File: config.mk
export PLATFORM = sky130hd
export DESIGN_NAME = l1d_access_top
export DESIGN_NICKNAME = d
export VERILOG_FILES = /design/src/verilog/l1d_pkg.sv /design/src/verilog/l1d_array.sv /design/src/verilog/ptw_access_port.sv /design/src/verilog/snoop_port.sv /design/src/verilog/l1d_access_top.sv
export SDC_FILE = /design/constraint.sdc
export NUM_CORES = 2
export LEC_CHECK = 0
export BUFFER_PORTS_ARGS = -buffer_cell sky130_fd_sc_hd__buf_2
export CORE_UTILIZATION = 35
export DETAILED_ROUTE_END_ITERATION = 8
export GPL_TIMING_DRIVEN = 0
export HOLD_SLACK_MARGIN = 0.1
export SYNTH_ARGS = -nofsm -noshare
export SYNTH_HDL_FRONTEND = slang
export SYNTH_HIERARCHICAL = 1
export SYNTH_SLANG_ARGS = --single-unit
File: constraint.sdc
create_clock -name i_clk -period 5 [get_ports i_clk]
set_clock_uncertainty 0.05 [all_clocks]
set_input_delay 1 -clock i_clk [delete_from_list [all_inputs] [get_ports i_clk]]
set_output_delay 1 -clock i_clk [all_outputs]
set_load 0.01 [all_outputs]
File: src/verilog/l1d_pkg.sv
// Shared widths and encodings for the L1D access block
// Defaults match the top-level parameter defaults; change both together
// Line width must be a power-of-two multiple of the walker word width

`default_nettype none

package l1d_pkg;

  // ------------------------------
  // Widths
  // ------------------------------
  parameter int unsigned PADDR_W = 16;
  parameter int unsigned XLEN_W  = 32;
  parameter int unsigned LINE_W  = 128;
  parameter int unsigned SETS    = 16;

  // ------------------------------
  // Vector types
  // ------------------------------
  typedef logic [PADDR_W-1:0]  paddr_t;
  typedef logic [XLEN_W-1:0]   xlen_t;
  typedef logic [LINE_W-1:0]   line_t;
  // One enable per byte of a line
  typedef logic [LINE_W/8-1:0] line_be_t;

  // ------------------------------
  // Encodings
  // ------------------------------
  typedef enum logic [1:0] {
    STATUS_NONE         = 2'd0,
    STATUS_HIT          = 2'd1,
    STATUS_MISS         = 2'd2,
    STATUS_L1D_CONFLICT = 2'd3
  } access_status_t;

  typedef enum logic {
    SNOOP_READ    = 1'b0,
    SNOOP_INVALID = 1'b1
  } snoop_cmd_t;

endpackage

`default_nettype wire

File: src/verilog/l1d_array.sv
// Direct-mapped L1D array with one access port per cycle
// Priority is fill, then snoop, then walker; losers see conflict one cycle later
// Tags and lines come up unknown after reset, only the valid bits are cleared
// An invalidate only clears the set when the stored tag matches

`timescale 1ns/1ps
`default_nettype none

module l1d_array #(
  parameter int unsigned PADDR_W = 16,
  parameter int unsigned LINE_W  = 128,
  parameter int unsigned SETS    = 16
) (
  input  wire logic             i_clk,
  input  wire logic             i_reset_n,
  // Fill from the miss path
  input  wire logic             i_fill_valid,
  input  wire l1d_pkg::paddr_t  i_fill_paddr,
  input  wire l1d_pkg::line_t   i_fill_data,
  // Snoop access
  input  wire logic             i_snp_rd_valid,
  input  wire logic             i_snp_inv_valid,
  input  wire l1d_pkg::paddr_t  i_snp_paddr,
  // Walker access
  input  wire logic             i_ptw_rd_valid,
  input  wire l1d_pkg::paddr_t  i_ptw_paddr,
  // Stage-1 results
  output logic                  o_snp_hit,
  output logic                  o_snp_miss,
  output logic                  o_snp_conflict,
  output l1d_pkg::line_t        o_snp_data,
  output logic                  o_ptw_hit,
  output logic                  o_ptw_miss,
  output logic                  o_ptw_conflict,
  output l1d_pkg::line_t        o_ptw_data
);

  localparam int unsigned LINE_OFF_W = $clog2(LINE_W / 8);
  localparam int unsigned SET_W      = $clog2(SETS);
  localparam int unsigned TAG_W      = PADDR_W - SET_W - LINE_OFF_W;

  typedef logic [SET_W-1:0] set_t;
  typedef logic [TAG_W-1:0] tag_t;

  logic [SETS-1:0] r_valid;
  tag_t            r_tag  [SETS];
  l1d_pkg::line_t  r_line [SETS];

  set_t w_fill_set;
  tag_t w_fill_tag;
  set_t w_rd_set;
  tag_t w_rd_tag;
  logic w_rd_hit;

  logic w_snp_req;
  logic w_snp_gnt;
  logic w_snp_rd_gnt;
  logic w_inv_gnt;
  logic w_ptw_gnt;

  logic           r_snp_hit;
  logic           r_snp_miss;
  logic           r_snp_conflict;
  logic           r_ptw_hit;
  logic           r_ptw_miss;
  logic           r_ptw_conflict;
  l1d_pkg::line_t r_rd_data;

  // ------------------------------
  // Port arbitration
  // ------------------------------
  assign w_snp_req    = i_snp_rd_valid | i_snp_inv_valid;
  assign w_snp_gnt    = w_snp_req & ~i_fill_valid;
  assign w_snp_rd_gnt = i_snp_rd_valid & w_snp_gnt;
  assign w_inv_gnt    = i_snp_inv_valid & w_snp_gnt;
  assign w_ptw_gnt    = i_ptw_rd_valid & ~i_fill_valid & ~w_snp_req;

  // Shared lookup, address taken from whichever reader owns the port
  assign w_fill_set = i_fill_paddr[LINE_OFF_W +: SET_W];
  assign w_fill_tag = i_fill_paddr[PADDR_W-1 -: TAG_W];
  assign w_rd_set   = w_snp_gnt ? i_snp_paddr[LINE_OFF_W +: SET_W] :
                                  i_ptw_paddr[LINE_OFF_W +: SET_W];
  assign w_rd_tag   = w_snp_gnt ? i_snp_paddr[PADDR_W-1 -: TAG_W] :
                                  i_ptw_paddr[PADDR_W-1 -: TAG_W];
  assign w_rd_hit   = r_valid[w_rd_set] & (r_tag[w_rd_set] == w_rd_tag);

  // ------------------------------
  // Array update
  // ------------------------------
  always_ff @(posedge i_clk or negedge i_reset_n) begin
    if (!i_reset_n) begin
      r_valid <= '0;
    end else if (i_fill_valid) begin
      r_valid[w_fill_set] <= 1'b1;
    end else if (w_inv_gnt && w_rd_hit) begin
      r_valid[w_rd_set] <= 1'b0;
    end
  end

  always_ff @(posedge i_clk) begin
    if (i_fill_valid) begin
      r_tag[w_fill_set]  <= w_fill_tag;
      r_line[w_fill_set] <= i_fill_data;
    end
  end

  // ------------------------------
  // Stage-1 result registers
  // ------------------------------
  always_ff @(posedge i_clk or negedge i_reset_n) begin
    if (!i_reset_n) begin
      r_snp_hit      <= 1'b0;
      r_snp_miss     <= 1'b0;
      r_snp_conflict <= 1'b0;
      r_ptw_hit      <= 1'b0;
      r_ptw_miss     <= 1'b0;
      r_ptw_conflict <= 1'b0;
    end else begin
      r_snp_hit      <= w_snp_rd_gnt & w_rd_hit;
      r_snp_miss     <= w_snp_rd_gnt & ~w_rd_hit;
      // Covers a lost read and a lost invalidate alike
      r_snp_conflict <= w_snp_req & i_fill_valid;
      r_ptw_hit      <= w_ptw_gnt & w_rd_hit;
      r_ptw_miss     <= w_ptw_gnt & ~w_rd_hit;
      r_ptw_conflict <= i_ptw_rd_valid & ~w_ptw_gnt;
    end
  end

  // One read per cycle, so both readers share the data register
  always_ff @(posedge i_clk) begin
    r_rd_data <= r_line[w_rd_set];
  end

  assign o_snp_hit      = r_snp_hit;
  assign o_snp_miss     = r_snp_miss;
  assign o_snp_conflict = r_snp_conflict;
  assign o_snp_data     = r_rd_data;
  assign o_ptw_hit      = r_ptw_hit;
  assign o_ptw_miss     = r_ptw_miss;
  assign o_ptw_conflict = r_ptw_conflict;
  assign o_ptw_data     = r_rd_data;

endmodule

`default_nettype wire

File: src/verilog/ptw_access_port.sv
// Walker access port, one request per cycle, response one cycle later
// No back-pressure; the walker must take every response
// Line width must be a power-of-two multiple of the word width

`timescale 1ns/1ps
`default_nettype none

module ptw_access_port #(
  parameter int unsigned PADDR_W = 16,
  parameter int unsigned XLEN_W  = 32,
  parameter int unsigned LINE_W  = 128
) (
  input  wire logic                    i_clk,
  input  wire logic                    i_reset_n,
  input  wire logic                    i_req_valid,
  input  wire l1d_pkg::paddr_t         i_paddr,
  output logic                         o_rd_valid,
  output l1d_pkg::paddr_t              o_rd_paddr,
  input  wire logic                    i_s1_hit,
  input  wire logic                    i_s1_miss,
  input  wire logic                    i_s1_conflict,
  input  wire l1d_pkg::line_t          i_s1_data,
  output logic                         o_resp_valid,
  output l1d_pkg::access_status_t      o_status,
  output l1d_pkg::xlen_t               o_data
);

  localparam int unsigned WORD_OFF_W = $clog2(XLEN_W / 8);
  localparam int unsigned SEL_W      = $clog2(LINE_W / XLEN_W);

  logic r_resp_valid;

  // Walker reads whole words, so the byte offset is dropped
  assign o_rd_valid = i_req_valid;
  assign o_rd_paddr = {i_paddr[PADDR_W-1:WORD_OFF_W], {WORD_OFF_W{1'b0}}};

  always_ff @(posedge i_clk or negedge i_reset_n) begin
    if (!i_reset_n) begin
      r_resp_valid <= 1'b0;
    end else begin
      r_resp_valid <= i_req_valid;
    end
  end

  assign o_resp_valid = r_resp_valid;
  assign o_status = i_s1_conflict ? l1d_pkg::STATUS_L1D_CONFLICT :
                    i_s1_hit      ? l1d_pkg::STATUS_HIT :
                    i_s1_miss     ? l1d_pkg::STATUS_MISS :
                                    l1d_pkg::STATUS_NONE;

  // ------------------------------
  // Word select
  // ------------------------------
  if (LINE_W == XLEN_W) begin : g_one_word
    assign o_data = i_s1_data;
  end else begin : g_word_sel
    logic [SEL_W-1:0] r_word_sel;

    always_ff @(posedge i_clk) begin
      r_word_sel <= i_paddr[WORD_OFF_W +: SEL_W];
    end

    assign o_data = i_s1_data[r_word_sel*XLEN_W +: XLEN_W];
  end

endmodule

`default_nettype wire

File: src/verilog/snoop_port.sv
// Snoop port, read or invalidate one line, response one cycle later
// Snoop addresses are line granular, the offset is cleared
// Byte enables are all set on a hit and zero otherwise

`timescale 1ns/1ps
`default_nettype none

module snoop_port #(
  parameter int unsigned PADDR_W = 16
) (
  input  wire logic                    i_clk,
  input  wire logic                    i_reset_n,
  input  wire logic                    i_req_valid,
  input  wire l1d_pkg::snoop_cmd_t     i_cmd,
  input  wire l1d_pkg::paddr_t         i_paddr,
  output logic                         o_rd_valid,
  output logic                         o_inv_valid,
  output l1d_pkg::paddr_t              o_paddr,
  input  wire logic                    i_s1_hit,
  input  wire logic                    i_s1_miss,
  input  wire logic                    i_s1_conflict,
  input  wire l1d_pkg::line_t          i_s1_data,
  output logic                         o_resp_valid,
  output l1d_pkg::access_status_t      o_status,
  output l1d_pkg::line_t               o_data,
  output l1d_pkg::line_be_t            o_be
);

  localparam int unsigned LINE_OFF_W = $clog2($bits(l1d_pkg::line_be_t));

  logic r_resp_valid;

  // ------------------------------
  // Command decode
  // ------------------------------
  assign o_rd_valid  = i_req_valid & (i_cmd == l1d_pkg::SNOOP_READ);
  assign o_inv_valid = i_req_valid & (i_cmd == l1d_pkg::SNOOP_INVALID);
  assign o_paddr     = {i_paddr[PADDR_W-1:LINE_OFF_W], {LINE_OFF_W{1'b0}}};

  always_ff @(posedge i_clk or negedge i_reset_n) begin
    if (!i_reset_n) begin
      r_resp_valid <= 1'b0;
    end else begin
      r_resp_valid <= i_req_valid;
    end
  end

  // ------------------------------
  // Response
  // ------------------------------
  assign o_resp_valid = r_resp_valid;
  // Granted invalidate reports no flag at all and falls through to none
  assign o_status = i_s1_conflict ? l1d_pkg::STATUS_L1D_CONFLICT :
                    i_s1_hit      ? l1d_pkg::STATUS_HIT :
                    i_s1_miss     ? l1d_pkg::STATUS_MISS :
                                    l1d_pkg::STATUS_NONE;
  assign o_data   = i_s1_data;
  assign o_be     = i_s1_hit ? '1 : '0;

endmodule

`default_nettype wire

File: src/verilog/l1d_access_top.sv
// L1D access block for walker reads, snoops and line fills
// Every request gets exactly one response one cycle later, no back-pressure
// Parameters must agree with the package widths

`timescale 1ns/1ps
`default_nettype none

module l1d_access_top #(
  parameter int unsigned PADDR_W = l1d_pkg::PADDR_W,
  parameter int unsigned XLEN_W  = l1d_pkg::XLEN_W,
  parameter int unsigned LINE_W  = l1d_pkg::LINE_W,
  parameter int unsigned SETS    = l1d_pkg::SETS
) (
  input  wire logic                    i_clk,
  input  wire logic                    i_reset_n,
  // Walker
  input  wire logic                    i_ptw_req_valid,
  input  wire l1d_pkg::paddr_t         i_ptw_paddr,
  output logic                         o_ptw_resp_valid,
  output l1d_pkg::access_status_t      o_ptw_status,
  output l1d_pkg::xlen_t               o_ptw_data,
  // Snoop
  input  wire logic                    i_snoop_req_valid,
  input  wire l1d_pkg::snoop_cmd_t     i_snoop_cmd,
  input  wire l1d_pkg::paddr_t         i_snoop_paddr,
  output logic                         o_snoop_resp_valid,
  output l1d_pkg::access_status_t      o_snoop_status,
  output l1d_pkg::line_t               o_snoop_data,
  output l1d_pkg::line_be_t            o_snoop_be,
  // Fill
  input  wire logic                    i_fill_valid,
  input  wire l1d_pkg::paddr_t         i_fill_paddr,
  input  wire l1d_pkg::line_t          i_fill_data
);

  logic            w_ptw_rd_valid;
  l1d_pkg::paddr_t w_ptw_rd_paddr;
  logic            w_ptw_s1_hit;
  logic            w_ptw_s1_miss;
  logic            w_ptw_s1_conflict;
  l1d_pkg::line_t  w_ptw_s1_data;

  logic            w_snp_rd_valid;
  logic            w_snp_inv_valid;
  l1d_pkg::paddr_t w_snp_paddr;
  logic            w_snp_s1_hit;
  logic            w_snp_s1_miss;
  logic            w_snp_s1_conflict;
  l1d_pkg::line_t  w_snp_s1_data;

  // ------------------------------
  // Walker port
  // ------------------------------
  ptw_access_port #(
    .PADDR_W (PADDR_W),
    .XLEN_W  (XLEN_W),
    .LINE_W  (LINE_W)
  ) u_ptw_port (
    .i_clk         (i_clk),
    .i_reset_n     (i_reset_n),
    .i_req_valid   (i_ptw_req_valid),
    .i_paddr       (i_ptw_paddr),
    .o_rd_valid    (w_ptw_rd_valid),
    .o_rd_paddr    (w_ptw_rd_paddr),
    .i_s1_hit      (w_ptw_s1_hit),
    .i_s1_miss     (w_ptw_s1_miss),
    .i_s1_conflict (w_ptw_s1_conflict),
    .i_s1_data     (w_ptw_s1_data),
    .o_resp_valid  (o_ptw_resp_valid),
    .o_status      (o_ptw_status),
    .o_data        (o_ptw_data)
  );

  // ------------------------------
  // Snoop port
  // ------------------------------
  snoop_port #(
    .PADDR_W (PADDR_W)
  ) u_snoop_port (
    .i_clk         (i_clk),
    .i_reset_n     (i_reset_n),
    .i_req_valid   (i_snoop_req_valid),
    .i_cmd         (i_snoop_cmd),
    .i_paddr       (i_snoop_paddr),
    .o_rd_valid    (w_snp_rd_valid),
    .o_inv_valid   (w_snp_inv_valid),
    .o_paddr       (w_snp_paddr),
    .i_s1_hit      (w_snp_s1_hit),
    .i_s1_miss     (w_snp_s1_miss),
    .i_s1_conflict (w_snp_s1_conflict),
    .i_s1_data     (w_snp_s1_data),
    .o_resp_valid  (o_snoop_resp_valid),
    .o_status      (o_snoop_status),
    .o_data        (o_snoop_data),
    .o_be          (o_snoop_be)
  );

  // ------------------------------
  // Array
  // ------------------------------
  l1d_array #(
    .PADDR_W (PADDR_W),
    .LINE_W  (LINE_W),
    .SETS    (SETS)
  ) u_array (
    .i_clk           (i_clk),
    .i_reset_n       (i_reset_n),
    .i_fill_valid    (i_fill_valid),
    .i_fill_paddr    (i_fill_paddr),
    .i_fill_data     (i_fill_data),
    .i_snp_rd_valid  (w_snp_rd_valid),
    .i_snp_inv_valid (w_snp_inv_valid),
    .i_snp_paddr     (w_snp_paddr),
    .i_ptw_rd_valid  (w_ptw_rd_valid),
    .i_ptw_paddr     (w_ptw_rd_paddr),
    .o_snp_hit       (w_snp_s1_hit),
    .o_snp_miss      (w_snp_s1_miss),
    .o_snp_conflict  (w_snp_s1_conflict),
    .o_snp_data      (w_snp_s1_data),
    .o_ptw_hit       (w_ptw_s1_hit),
    .o_ptw_miss      (w_ptw_s1_miss),
    .o_ptw_conflict  (w_ptw_s1_conflict),
    .o_ptw_data      (w_ptw_s1_data)
  );

endmodule

`default_nettype wire

==> flow_summary_export.csv <==
group,metric,value,unit
cells_and_area,final_cells,11630,
global_route,grt_usage,0.2158,
logic_synthesis,syn_inst,7209,
power,p_seq_frac,0.504,
power,leakage,38.74,nW
cells_and_area,drive_gt1_frac,0.1605,
timing,setup_tns,0,ns
placement,dp_cells,11160,
clock_network,cts-root-buf,"clkbuf_16",
timing,tightestPinTransition,1.401,ns
drt,via_count,61520,
setup_path,worstPathArrival,5.61,ns
drt,drt_iter0_drc,7059,
global_route,antenna_found_initial,61,
run,cap_violations,0,
setup_path,endpoint_kind,"flop",
timing,setup_violations,0,
timing,hold_violations,0,
hold_path,hp-class,"input pin to flop",
drt,routed_wl,293.0,mm
cells_and_area,most-common-layout-cells,"2176 x edfxtp_1, 2125 x nand2_1, 1295 x nand3_1, 428 x buf_2, 338 x clkbuf_1",
global_route,grt-ovfl-total,0,
logic_synthesis,syn_area_per_cell,12.85,um^2
cells_and_area,final_common_cell,"edfxtp_1",
clock_network,insertion_delay,0.87,ns
global_route,grt_max_degree,34,
clock_network,clock_sinks,2330,
power,switchingPower,11.45,mW
cells_and_area,num-fill-cells,24090,
drt,dr.pass1.iters,6,
placement,hpwlAfterDp,209.6,mm
logic_synthesis,synthesis.nets,7391,
power,p_int,33.41,mW
timing,min_period,4.987,ns
drt,drt_drc_violations_left,0,
floorplan,io_pins,364,
timing,fin_crit_sh,0.9973,
drt,wl_per_cell,25.19,um
clock_network,cts_max_path_buffers,3,
power,clkPwrFrac,0.386,
timing,drv_slew,0,
setup_path,crit_type,"input pin to flop",
power,worst_ir_drop_vdd,0.0004169,V
outcome,outcome,"finished, final reports clean",
power,switching_share,0.2552,
clock_network,numCtsBuffers,232,
logic_synthesis,synthesis.area,92610,um^2
global_route,grt_pass1_vias,58630,
placement,gp_congestion,0.8872,
drt,vias_per_cell,5.290,
floorplan,die_x,516.4,um
placement,dpl_cell_area,101200,um^2
timing,fmax,200.5,MHz
clock_network,cts-htree-levels,4,
floorplan,die_h,516.4,um
drt,drtAntennaViolNets,0,
power,p_per_area,411.6,nW/um^2
global_route,grt_pass1_wl,415.1,mm
clock_network,clkTransAtPathRegs,0.06,ns
setup_path,cp_max_fo,10,
cells_and_area,final_net_count,8067,
power,combPwrFrac,0.111,
power,p_total,44.86,mW
timing,slew_headroom,0.06620,
logic_synthesis,yosys_warnings,6,
cells_and_area,fin_area,109000,um^2
clock_network,cts_tree,"yes",
setup_path,required,5.62,ns
clock_network,post-cts-setup-buffer-count,0,
floorplan,rows,188,
cells_and_area,syn2layout_area_growth,17.70,%
timing,whs,0.2392,ns
floorplan,start_util,0.3525,
floorplan,die_area,266700,um^2
placement,io_buffers,329,
setup_path,worst_setup_path_start_kind,"input pin",
floorplan,coreArea,262700,um^2
power groups by stage:
stage / Combinational [mW] / Clock, mW / Sequential [mW]
5_1_grt: 5.33 / 18.3 / 22.6
4_1_cts: 4.94 / 17.5 / 22.6
3_5_place_dp: 4.91 / 0 / 23.0
2_1_floorplan: 2.79 / 0 / 22.5
3_3_place_gp: 4.78 / 0 / 23.0
6_report: 4.96 / 17.3 / 22.6
worst max-delay path, cell delays in order:
cell and delay, ns:
buf_2 0.09, nor2b_1 0.45, o21ba_2 0.31, mux2_2 0.21
buf_2 0.29, buf_2 0.34, clkbuf_2 0.29, buf_12 0.24
clkbuf_2 0.62, clkbuf_1 0.62, nand3_1 0.16, a311oi_1 0.62
a31oi_1 0.30
area by class of cell:
type	count	area, um^2	share of cell area
Tap cell	3515	4398	0.04035
Sequential cell	2330	68550	0.6289
Antenna cell	21	52.55	0.0004821
Multi-Input combinational cell	4102	20020	0.1837
Timing Repair Buffer	443	3991	0.03662
Clock buffer	311	6326	0.05804
Inverter	13	48.80	0.0004477
Clock inverter	131	1336	0.01226
Buffer	763	4278	0.03925
path summary, 6_finish.rpt:
| kind | startpoint | endpoint | slack (ns) | depth (start not counted) |
|---|---|---|---|---|
| min in group asynchronous | i_reset_n | u_array/r_valid[7]$_DFFE_PN0P_ | 0.70 | 2 |
| setup reg to reg | u_array/r_tag[3][4]$_DFFE_PP_ | u_array/o_ptw_miss$_DFF_PN0_ | 2.14 | 10 |
| max in group asynchronous | i_reset_n | u_array/r_valid[3]$_DFFE_PN0P_ | 3.75 | 2 |
| hold / removal | i_ptw_req_valid | u_ptw_port/o_resp_valid$_DFF_PN0_ | 0.24 | 1 |
| hold reg to reg | u_array/r_valid[12]$_DFFE_PN0P_ | u_array/r_valid[12]$_DFFE_PN0P_ | 0.49 | 2 |
| setup / recovery | i_snoop_req_valid | u_array/o_ptw_data[121]$_DFF_P_ | 0.01 | 13 |
metrics by stage:
| stage | util | setup WS, ns |
|---|---|---|
| after global routing | 0.4147 | -0.0007643 |
| after global placement | 0.3759 | -4.341 |
| after CTS | 0.4146 | 0.02873 |
| after floorplan | - | -0.6185 |
| final | 0.4148 | 0.01330 |
| after detailed placement | 0.3851 | -2.135 |
flip-flops by register name, indices dropped and copies added (netlist names):
signal	count
u_array/o_snp_conflict	1
u_array/o_snp_miss	1
u_array/r_line	2048
u_array/r_valid	16
u_snoop_port/o_resp_valid	1
u_ptw_port/o_resp_valid	1
u_array/r_tag	128
u_array/o_ptw_data	128
u_array/o_ptw_miss	1
u_array/o_snp_hit	1
u_array/o_ptw_hit	1
u_array/o_ptw_conflict	1
u_ptw_port/g_word_sel.r_word_sel	2
layer usage:
layer  part of all wire  vias to the layer above  global-route usage
met5            0.00041                        -                   0
met4              0.056                       18              0.1175
met3              0.078                      535             0.03494
met2               0.47                     2916              0.3473
met1               0.39                    30780              0.2784
li1                   -                    27270                   -
what timing repair did:
action,CTS,global route
hold endpoints to repair,17,0
gates resized for setup,20,22
endpoints found under the setup margin,128,22
hold buffers,3,0
Power figures use the tool's default switching activity.
